<file path="src/hdl/core_pkg.sv">
package core_pkg;

    // Data and address width
    localparam int xlen = 32;

    // Major opcodes
    localparam logic [6:0] opc_op     = 7'b0110011;
    localparam logic [6:0] opc_op_imm = 7'b0010011;
    localparam logic [6:0] opc_lui    = 7'b0110111;
    localparam logic [6:0] opc_system = 7'b1110011;

    // funct3 values
    localparam logic [2:0] f3_add = 3'b000;
    localparam logic [2:0] f3_sll = 3'b001;
    localparam logic [2:0] f3_slt = 3'b010;
    localparam logic [2:0] f3_xor = 3'b100;
    localparam logic [2:0] f3_srl = 3'b101;
    localparam logic [2:0] f3_or  = 3'b110;
    localparam logic [2:0] f3_and = 3'b111;

    // funct7 for SUB
    localparam logic [6:0] f7_alt = 7'b0100000;

    typedef enum logic [3:0] {
        alu_add    = 4'd0,
        alu_sub    = 4'd1,
        alu_and    = 4'd2,
        alu_or     = 4'd3,
        alu_xor    = 4'd4,
        alu_slt    = 4'd5,
        alu_sll    = 4'd6,
        alu_srl    = 4'd7,
        alu_pass_b = 4'd8
    } alu_op_e;

    typedef struct packed {
        logic [6:0] funct7;
        logic [4:0] rs2;
        logic [4:0] rs1;
        logic [2:0] funct3;
        logic [4:0] rd;
        logic [6:0] opcode;
    } r_fields_t;

    typedef struct packed {
        logic [11:0] imm12;
        logic [4:0]  rs1;
        logic [2:0]  funct3;
        logic [4:0]  rd;
        logic [6:0]  opcode;
    } i_fields_t;

    // Same word, two layouts
    typedef union packed {
        r_fields_t r;
        i_fields_t i;
    } instr_u;

endpackage

</file>
<file path="src/hdl/fetch_unit.sv">
`timescale 1ns/1ps

module fetch_unit import core_pkg::*; (
    input  logic            clk,
    input  logic            rstn,
    input  logic [xlen-1:0] fetch_data,
    input  logic            stop,
    output logic [xlen-1:0] fetch_addr,
    output logic            id_valid,
    output logic [xlen-1:0] id_pc,
    output logic [xlen-1:0] id_instr
);

    logic [xlen-1:0] pc;
    logic            halt_q;

    assign fetch_addr = pc;

    // Program counter, frozen once decode sees a halting word
    always_ff @(posedge clk or negedge rstn) begin
        if (!rstn) begin
            pc       <= '0;
            halt_q   <= 1'b0;
            id_valid <= 1'b0;
        end else begin
            if (stop) begin
                halt_q <= 1'b1;
            end
            if (!(stop || halt_q)) begin
                pc <= pc + 32'd4;
            end
            id_valid <= !(stop || halt_q);
        end
    end

    always_ff @(posedge clk) begin
        id_pc    <= pc;
        id_instr <= fetch_data;
    end

endmodule

</file>
<file path="src/hdl/reg_file.sv">
`timescale 1ns/1ps

module reg_file import core_pkg::*; (
    input  logic            clk,
    input  logic            rstn,
    input  logic [4:0]      rs1_addr,
    input  logic [4:0]      rs2_addr,
    output logic [xlen-1:0] rs1_data,
    output logic [xlen-1:0] rs2_data,
    input  logic            rf_wen,
    input  logic [4:0]      rf_waddr,
    input  logic [xlen-1:0] rf_wdata
);

    // x0 is not stored
    logic [xlen-1:0] regs [1:31];

    function automatic logic [xlen-1:0] read_port(input logic [4:0] addr);
        if (addr == 5'd0) begin
            return '0;
        end else if (rf_wen && rf_waddr == addr) begin
            return rf_wdata;
        end else begin
            return regs[addr];
        end
    endfunction

    always_ff @(posedge clk or negedge rstn) begin
        if (!rstn) begin
            for (int i = 1; i < 32; i++) begin
                regs[i] <= '0;
            end
        end else if (rf_wen && rf_waddr != 5'd0) begin
            regs[rf_waddr] <= rf_wdata;
        end
    end

    // Same-cycle write passes straight through
    always_comb begin
        rs1_data = read_port(rs1_addr);
        rs2_data = read_port(rs2_addr);
    end

endmodule

</file>
<file path="src/hdl/decode_unit.sv">
`timescale 1ns/1ps

module decode_unit import core_pkg::*; (
    input  logic            clk,
    input  logic            rstn,
    input  logic            id_valid,
    input  logic [xlen-1:0] id_pc,
    input  logic [xlen-1:0] id_instr,
    output logic            stop,
    output logic [4:0]      rs1_addr,
    output logic [4:0]      rs2_addr,
    input  logic [xlen-1:0] rs1_data,
    input  logic [xlen-1:0] rs2_data,
    output logic            ex_valid,
    output logic [xlen-1:0] ex_pc,
    output alu_op_e         ex_alu_op,
    output logic [4:0]      ex_rs1,
    output logic [4:0]      ex_rs2,
    output logic [xlen-1:0] ex_rs1_data,
    output logic [xlen-1:0] ex_rs2_data,
    output logic [xlen-1:0] ex_imm,
    output logic            ex_use_imm,
    output logic [4:0]      ex_rd,
    output logic            ex_wen,
    output logic            ex_halt
);

    instr_u          instr;
    alu_op_e         alu_op;
    logic [xlen-1:0] imm;
    logic            use_imm;
    logic            legal;
    logic            is_halt;

    assign instr    = id_instr;
    assign is_halt  = (id_instr == '0) || (instr.r.opcode == opc_system);
    assign stop     = id_valid && is_halt;
    assign rs1_addr = instr.r.rs1;
    assign rs2_addr = instr.r.rs2;

////////////////////////////////////////
// Instruction decode

    always_comb begin
        alu_op  = alu_add;
        imm     = {{20{instr.i.imm12[11]}}, instr.i.imm12};
        use_imm = 1'b0;
        legal   = 1'b0;
        case (instr.r.opcode)
            opc_op: begin
                legal = (instr.r.funct7 == 7'd0);
                case (instr.r.funct3)
                    f3_add: begin
                        // funct7 picks ADD or SUB
                        alu_op = (instr.r.funct7 == f7_alt) ? alu_sub : alu_add;
                        legal  = (instr.r.funct7 == 7'd0) || (instr.r.funct7 == f7_alt);
                    end
                    f3_sll:  alu_op = alu_sll;
                    f3_slt:  alu_op = alu_slt;
                    f3_xor:  alu_op = alu_xor;
                    f3_srl:  alu_op = alu_srl;
                    f3_or:   alu_op = alu_or;
                    f3_and:  alu_op = alu_and;
                    default: legal = 1'b0;
                endcase
            end
            opc_op_imm: begin
                use_imm = 1'b1;
                legal   = 1'b1;
                case (instr.i.funct3)
                    f3_add:  alu_op = alu_add;
                    f3_slt:  alu_op = alu_slt;
                    f3_xor:  alu_op = alu_xor;
                    f3_or:   alu_op = alu_or;
                    f3_and:  alu_op = alu_and;
                    default: legal = 1'b0;
                endcase
            end
            opc_lui: begin
                // Upper 20 bits of the word, low 12 cleared
                alu_op  = alu_pass_b;
                imm     = {instr.i.imm12, instr.i.rs1, instr.i.funct3, 12'd0};
                use_imm = 1'b1;
                legal   = 1'b1;
            end
            default: begin
                legal = 1'b0;
            end
        endcase
    end

////////////////////////////////////////
// Decode to execute register

    always_ff @(posedge clk or negedge rstn) begin
        if (!rstn) begin
            ex_valid <= 1'b0;
            ex_wen   <= 1'b0;
            ex_halt  <= 1'b0;
        end else begin
            ex_valid <= id_valid;
            ex_wen   <= id_valid && legal && (instr.r.rd != 5'd0);
            ex_halt  <= stop;
        end
    end

    always_ff @(posedge clk) begin
        ex_pc       <= id_pc;
        ex_alu_op   <= alu_op;
        ex_rs1      <= rs1_addr;
        ex_rs2      <= rs2_addr;
        ex_rs1_data <= rs1_data;
        ex_rs2_data <= rs2_data;
        ex_imm      <= imm;
        ex_use_imm  <= use_imm;
        ex_rd       <= instr.r.rd;
    end

endmodule

</file>
<file path="src/hdl/execute_unit.sv">
`timescale 1ns/1ps

module execute_unit import core_pkg::*; (
    input  logic            clk,
    input  logic            rstn,
    input  logic            ex_valid,
    input  logic [xlen-1:0] ex_pc,
    input  alu_op_e         ex_alu_op,
    input  logic [4:0]      ex_rs1,
    input  logic [4:0]      ex_rs2,
    input  logic [xlen-1:0] ex_rs1_data,
    input  logic [xlen-1:0] ex_rs2_data,
    input  logic [xlen-1:0] ex_imm,
    input  logic            ex_use_imm,
    input  logic [4:0]      ex_rd,
    input  logic            ex_wen,
    input  logic            ex_halt,
    output logic            wb_valid,
    output logic [xlen-1:0] wb_pc,
    output logic [4:0]      wb_rd,
    output logic            wb_wen,
    output logic [xlen-1:0] wb_data,
    output logic            wb_halt
);

    logic            fwd_a;
    logic            fwd_b;
    logic [xlen-1:0] op_a;
    logic [xlen-1:0] op_b;
    logic [xlen-1:0] src_b;
    logic [xlen-1:0] result;

    // Bypass from the instruction one ahead
    assign fwd_a = wb_wen && (wb_rd != 5'd0) && (wb_rd == ex_rs1);
    assign fwd_b = wb_wen && (wb_rd != 5'd0) && (wb_rd == ex_rs2);
    assign op_a  = fwd_a ? wb_data : ex_rs1_data;
    assign op_b  = fwd_b ? wb_data : ex_rs2_data;
    assign src_b = ex_use_imm ? ex_imm : op_b;

    always_comb begin
        case (ex_alu_op)
            alu_add:    result = op_a + src_b;
            alu_sub:    result = op_a - src_b;
            alu_and:    result = op_a & src_b;
            alu_or:     result = op_a | src_b;
            alu_xor:    result = op_a ^ src_b;
            alu_slt:    result = {{(xlen-1){1'b0}}, $signed(op_a) < $signed(src_b)};
            alu_sll:    result = op_a << src_b[4:0];
            alu_srl:    result = op_a >> src_b[4:0];
            alu_pass_b: result = src_b;
            default:    result = '0;
        endcase
    end

    always_ff @(posedge clk or negedge rstn) begin
        if (!rstn) begin
            wb_valid <= 1'b0;
            wb_wen   <= 1'b0;
            wb_halt  <= 1'b0;
        end else begin
            wb_valid <= ex_valid;
            wb_wen   <= ex_wen;
            wb_halt  <= ex_halt;
        end
    end

    always_ff @(posedge clk) begin
        wb_pc   <= ex_pc;
        wb_rd   <= ex_rd;
        wb_data <= result;
    end

endmodule

</file>
<file path="src/hdl/result_unit.sv">
`timescale 1ns/1ps

module result_unit import core_pkg::*; (
    input  logic            clk,
    input  logic            rstn,
    input  logic            wb_valid,
    input  logic [xlen-1:0] wb_pc,
    input  logic [4:0]      wb_rd,
    input  logic            wb_wen,
    input  logic [xlen-1:0] wb_data,
    input  logic            wb_halt,
    output logic            rf_wen,
    output logic [4:0]      rf_waddr,
    output logic [xlen-1:0] rf_wdata,
    output logic            commit_valid,
    output logic [xlen-1:0] commit_pc,
    output logic [4:0]      commit_rd,
    output logic [xlen-1:0] commit_data,
    output logic            commit_wen,
    output logic            halted
);

    logic halted_q;

    // Write back
    assign rf_wen   = wb_valid && wb_wen;
    assign rf_waddr = wb_rd;
    assign rf_wdata = wb_data;

    // Retirement report
    assign commit_valid = wb_valid;
    assign commit_pc    = wb_pc;
    assign commit_rd    = wb_rd;
    assign commit_data  = wb_data;
    assign commit_wen   = wb_valid && wb_wen;

    // Rises with the halting commit itself
    assign halted = halted_q || (wb_valid && wb_halt);

    always_ff @(posedge clk or negedge rstn) begin
        if (!rstn) begin
            halted_q <= 1'b0;
        end else if (wb_valid && wb_halt) begin
            halted_q <= 1'b1;
        end
    end

endmodule

</file>
<file path="src/hdl/core_top.sv">
`timescale 1ns/1ps

module core_top import core_pkg::*; (
    input  logic            clk,
    input  logic            rstn,
    output logic [xlen-1:0] fetch_addr,
    input  logic [xlen-1:0] fetch_data,
    output logic            commit_valid,
    output logic [xlen-1:0] commit_pc,
    output logic [4:0]      commit_rd,
    output logic [xlen-1:0] commit_data,
    output logic            commit_wen,
    output logic            halted
);

    // Fetch to decode
    logic            stop;
    logic            id_valid;
    logic [xlen-1:0] id_pc;
    logic [xlen-1:0] id_instr;

    // Register file ports
    logic [4:0]      rs1_addr;
    logic [4:0]      rs2_addr;
    logic [xlen-1:0] rs1_data;
    logic [xlen-1:0] rs2_data;
    logic            rf_wen;
    logic [4:0]      rf_waddr;
    logic [xlen-1:0] rf_wdata;

    // Decode to execute
    logic            ex_valid;
    logic [xlen-1:0] ex_pc;
    alu_op_e         ex_alu_op;
    logic [4:0]      ex_rs1;
    logic [4:0]      ex_rs2;
    logic [xlen-1:0] ex_rs1_data;
    logic [xlen-1:0] ex_rs2_data;
    logic [xlen-1:0] ex_imm;
    logic            ex_use_imm;
    logic [4:0]      ex_rd;
    logic            ex_wen;
    logic            ex_halt;

    // Execute to result
    logic            wb_valid;
    logic [xlen-1:0] wb_pc;
    logic [4:0]      wb_rd;
    logic            wb_wen;
    logic [xlen-1:0] wb_data;
    logic            wb_halt;

////////////////////////////////////////
// Fetch and decode

    fetch_unit fetch0 (
        .clk        (clk),
        .rstn       (rstn),
        .fetch_data (fetch_data),
        .stop       (stop),
        .fetch_addr (fetch_addr),
        .id_valid   (id_valid),
        .id_pc      (id_pc),
        .id_instr   (id_instr)
    );

    decode_unit decode0 (
        .clk         (clk),
        .rstn        (rstn),
        .id_valid    (id_valid),
        .id_pc       (id_pc),
        .id_instr    (id_instr),
        .stop        (stop),
        .rs1_addr    (rs1_addr),
        .rs2_addr    (rs2_addr),
        .rs1_data    (rs1_data),
        .rs2_data    (rs2_data),
        .ex_valid    (ex_valid),
        .ex_pc       (ex_pc),
        .ex_alu_op   (ex_alu_op),
        .ex_rs1      (ex_rs1),
        .ex_rs2      (ex_rs2),
        .ex_rs1_data (ex_rs1_data),
        .ex_rs2_data (ex_rs2_data),
        .ex_imm      (ex_imm),
        .ex_use_imm  (ex_use_imm),
        .ex_rd       (ex_rd),
        .ex_wen      (ex_wen),
        .ex_halt     (ex_halt)
    );

    reg_file regs0 (
        .clk      (clk),
        .rstn     (rstn),
        .rs1_addr (rs1_addr),
        .rs2_addr (rs2_addr),
        .rs1_data (rs1_data),
        .rs2_data (rs2_data),
        .rf_wen   (rf_wen),
        .rf_waddr (rf_waddr),
        .rf_wdata (rf_wdata)
    );

////////////////////////////////////////
// Execute and result

    execute_unit execute0 (
        .clk         (clk),
        .rstn        (rstn),
        .ex_valid    (ex_valid),
        .ex_pc       (ex_pc),
        .ex_alu_op   (ex_alu_op),
        .ex_rs1      (ex_rs1),
        .ex_rs2      (ex_rs2),
        .ex_rs1_data (ex_rs1_data),
        .ex_rs2_data (ex_rs2_data),
        .ex_imm      (ex_imm),
        .ex_use_imm  (ex_use_imm),
        .ex_rd       (ex_rd),
        .ex_wen      (ex_wen),
        .ex_halt     (ex_halt),
        .wb_valid    (wb_valid),
        .wb_pc       (wb_pc),
        .wb_rd       (wb_rd),
        .wb_wen      (wb_wen),
        .wb_data     (wb_data),
        .wb_halt     (wb_halt)
    );

    result_unit result0 (
        .clk          (clk),
        .rstn         (rstn),
        .wb_valid     (wb_valid),
        .wb_pc        (wb_pc),
        .wb_rd        (wb_rd),
        .wb_wen       (wb_wen),
        .wb_data      (wb_data),
        .wb_halt      (wb_halt),
        .rf_wen       (rf_wen),
        .rf_waddr     (rf_waddr),
        .rf_wdata     (rf_wdata),
        .commit_valid (commit_valid),
        .commit_pc    (commit_pc),
        .commit_rd    (commit_rd),
        .commit_data  (commit_data),
        .commit_wen   (commit_wen),
        .halted       (halted)
    );

endmodule

</file>
<file path="config.mk">
export PLATFORM = sky130hd
export DESIGN_NAME = core_top
export DESIGN_NICKNAME = d
export VERILOG_FILES = /design/src/hdl/core_pkg.sv /design/src/hdl/fetch_unit.sv /design/src/hdl/reg_file.sv /design/src/hdl/decode_unit.sv /design/src/hdl/execute_unit.sv /design/src/hdl/result_unit.sv /design/src/hdl/core_top.sv
export SDC_FILE = /design/constraint.sdc
export NUM_CORES = 2
export LEC_CHECK = 0
export BUFFER_PORTS_ARGS = -buffer_cell sky130_fd_sc_hd__buf_2
export CAP_MARGIN = 15
export CORE_ASPECT_RATIO = 0.8
export CORE_UTILIZATION = 64
export CTS_CLUSTER_DIAMETER = 150
export DETAILED_ROUTE_END_ITERATION = 7
export HOLD_SLACK_MARGIN = 0.12
export PLACE_DENSITY = 0.77
export SYNTH_ARGS = -nofsm -noshare
export SYNTH_HDL_FRONTEND = slang
export SYNTH_SLANG_ARGS = --single-unit
</file>
<file path="constraint.sdc">
create_clock -name clk -period 7.3 [get_ports clk]
set_clock_uncertainty 0.1 [all_clocks]
set_input_delay 1.095 -clock clk [delete_from_list [all_inputs] [get_ports clk]]
set_output_delay 1.095 -clock clk [all_outputs]
set_load 0.01 [all_outputs]
</file>
==> results.md <==
- Pre-Repair DR Iteration Count: 8
- Worst setup margin: between 700 and 800 ps
- CP startpoint kind: flip-flop
- Core area: 109000 um2
- Mux contribution to synthesized area: 0.385
- Syn. warnings: 0
- Post-synth ARST share: 0.789
- Area share of and/or/nand/nor cells after synthesis: 0.0455
- Largest family of logic cells by synthesized area: multiplexers
- Fmax: ~0.15 GHz
- Peak supply drop: about 250 uV
- Post-DP HPWL: roughly 150000 um
- Syn avg cell area: approximately 13 um2
- All-layer global routing usage: 0.451
- Worst r2r src: execute0.wb_rd[0]
- Max Root-Sink Buffers: 3
- Post-route insts no fill: 6811
- Arrival time at the worst endpoint: a little over 7000 ps
- Post-Syn Area: 70700 um2
- Nets: 5403
- Final core occ: 0.709
- RSZ-0062 raised after global routing: false
- CTS tree: built
- CP Max Fanout: just over 40
- Clock sinks: 1306
- WL/cell: ~36 um
- Drt total wl: between 200000 and 250000 um
- R2R Setup Slk: slightly below 800 ps
- Final Cycle Share: 0.893
- Pwr Total: between 15 and 20 mW
- Data required time at the worst endpoint: between 7000 and 8000 ps
- Power per cell area: a little under 200 nW/um2
- Worst Setup End Kind: flip-flop
- XOR/XNOR Fraction of Synth Area: 0.0105
- Initial antenna violation count: 16
- Post-synthesis compound-gate area fraction: 0.0657
- Worst path max stage delay: about 600 ps
- Setup Fix Bufs, Post-CTS: 0
- Fraction of layout cells with a size suffix above 1: 0.420
- DRC errors left: 5
- Min Tclk post-route: around 6500 ps
- TritonCTS Buffers: 130
- Initial DRC count: ~7.4k
- Kind of critical path: reg2reg
- Crit path max-delay family: compound AO/OA/AOI/OAI gates
- DP Worst Slack: 1130 ps
- Status: complete, but fails checks
- FF+latch count, synth: 1306
- CTS resizes: 0
- Netlist cell types: between 90 and 100
- H-tree depth: 4
- HP Class: in2async
- Fin. max-slew vios: 0
- Die area: ~110000 um2
- Area Overhead vs Synth: 9.29%
- Clk_lat worst skew: roughly 800 ps
- PortBufs: approximately 130
- Critical Path, Cell by Cell: or4_4, o211ai_2, o32ai_1, nor2_4, buf_4, inv_4, fa_1, o21ba_2, nor3_1, o311ai_0, buf_4, a21oi_1, o21ai_0, a31oi_1, a21oi_1, o21bai_1, or2_2, o311ai_1, a2111o_1
- Hold WS: around 160 ps
- EDFF count, synth: 0
- Max-slew headroom: 0.160
- Die Wd: 374 um
- Design Area, Final: slightly below 80000 um2
- Setup TNS: 0 ps
- Num rows: 108
- Cells after Synth: ~5.3k
- DR vias/cell: between 7 and 8
- Worst-path clk slew: about 60 ps
- First-pass GRT wire length: roughly 360000 um
- Register area share after synthesis: 0.443
- Buffer and inverter count on the worst path: 3
- RR Endpoint: execute0.wb_data[28]
- Largest net degree at the start of global routing: 190
- Number of global-route vias before repair: between 50k and 60k
- Violated checks: design-rule violations
- MaxCap Viol Count: 0
- Main synth FF type: dfrtp_1
- Root buffer cell: clkbuf_16
- Hold Violations, Final: 0
- # hold bufs at CTS: 0
- Die height: between 200 and 300 um
- Post-synthesis adder-cell area fraction: 0.0173
- Placed cells: ~6.6k
- IO Pins: approximately 140
- Reg2Reg Depth: 19
- Tightest Pin Transition: 1250 ps
- CP max-delay cell: or4_4
- WP depth: 19
- GPL Wtd Cong: approximately 1.1
- Routed via count: around 50k
- Remaining antenna violation count after routing: 0
- Placement Cell Area: 72800 um2
- Leak pwr: between 30 and 40 nW
- Final setup viols: 0
- GR Overflow Total: 0
- Initial cell density of the core: 0.649
power breakdown:
part | switching [mW] | internal, mW | total (mW)
combinational | 0.537 | 0.267 | 0.804
sequential | 0.129 | 7.33 | 7.46
clock | 2.98 | 3.92 | 6.91
total | 3.65 | 11.5 | 15.2
how the worst max path moves through the flow:
stage / startpoint / end / slack, ps
floorplan: execute0.wb_rd[3] / execute0.wb_data[31] / 1590
global placement: execute0.wb_rd[0] / execute0.wb_data[28] / 1170
detailed placement: execute0.wb_rd[3] / execute0.wb_data[31] / 1130
CTS: execute0.wb_rd[0] / execute0.wb_data[28] / 1080
global route: execute0.wb_rd[3] / execute0.wb_data[31] / 660
finish: execute0.wb_rd[0] / execute0.wb_data[28] / 780
per-layer routing:
| metal | share of wire | global-route usage |
|---|---|---|
| met1 | 0.39 | 0.624 |
| met2 | 0.43 | 0.643 |
| met3 | 0.12 | 0.138 |
| met4 | 0.059 | 0.241 |
| met5 | 0.00042 | 0 |
kinds of logic after synthesis:
kind of cell | count (synthesis)
AOI/OAI and AO/OA | 691
xor gates and xnor gates | 85
adders and majority gates | 97
buffers and inverters | 602
DFF | 1306
muxes | 1852
other | 1
and+or+nand+nor | 705
cell usage in the layout (no fill, tap or decap), types with 17 or more instances in the layout:
cell       count
dfrtp_1     1031
nand2_1      140
nand4_1       17
inv_1         96
nor2_1       292
buf_4        145
dfxtp_1      264
a21o_1        34
nor4_1        21
nor2_4        27
clkinv_2      19
mux2i_1      182
a22o_1        66
buf_2        132
o22ai_1       20
nand3_1       40
mux4_2       576
mux2_2      1075
o211ai_1      32
a221oi_1      37
a211oi_1      17
nand2b_1      18
o21bai_1      17
o21ai_0      109
o31ai_1       17
o21ai_1       25
nor3_1        44
clkbuf_1      26
nor2b_1       23
ha_1          96
xnor2_1       76
clkbuf_8      34
o221ai_1      21
a21oi_1      190
clkbuf_16    134
Yosys cell counts (17+ instances only):
cell type | instances | area, um2
mux2_2 | 1075 | 12100
dfrtp_1 | 1031 | 25800
mux4_2 | 576 | 13000
clkbuf_1 | 360 | 1350
nor2_1 | 319 | 1200
dfxtp_1 | 275 | 5510
a21oi_1 | 190 | 951
mux2i_1 | 182 | 1820
nand2_1 | 145 | 544
o21ai_0 | 109 | 546
buf_1 | 101 | 379
inv_1 | 97 | 364
ha_1 | 96 | 1200
xnor2_1 | 76 | 666
a22o_1 | 66 | 578
nor3_1 | 49 | 245
nand3_1 | 42 | 210
a221oi_1 | 37 | 324
a21o_1 | 34 | 255
o211ai_1 | 32 | 240
nor2b_1 | 26 | 163
o21ai_1 | 25 | 125
nor4_1 | 22 | 138
o221ai_1 | 21 | 184
o22ai_1 | 20 | 125
nand2b_1 | 18 | 113
o21bai_1 | 18 | 135
a211oi_1 | 17 | 128
nand4_1 | 17 | 106
o31ai_1 | 17 | 128
area by class of cell:
cell class,instances,area (um2)
diodes,5,12.5
clock buffers,194,3920
clock inverters,42,454
fillers,7227,31700
inverters,113,427
multi-input cells,3434,37300
flip-flops and latches,1306,31300
well taps,1430,1790
repair buffers,287,1940
registers in the layout, summed over array words and instances (netlist names), 4 cells and up:
signal,cells
decode0.ex_rs1_data,32
execute0.wb_data,32
decode0.ex_pc,30
decode0.ex_alu_op,4
fetch0.id_pc,30
decode0.ex_rs2_data,32
decode0.ex_rs2,5
execute0.wb_rd,5
decode0.ex_imm,32
fetch0.fetch_addr,30
execute0.wb_pc,30
decode0.ex_rs1,5
fetch0.id_instr,32
regs0.regs,992
decode0.ex_rd,5
(Power assumes the default switching activity.)
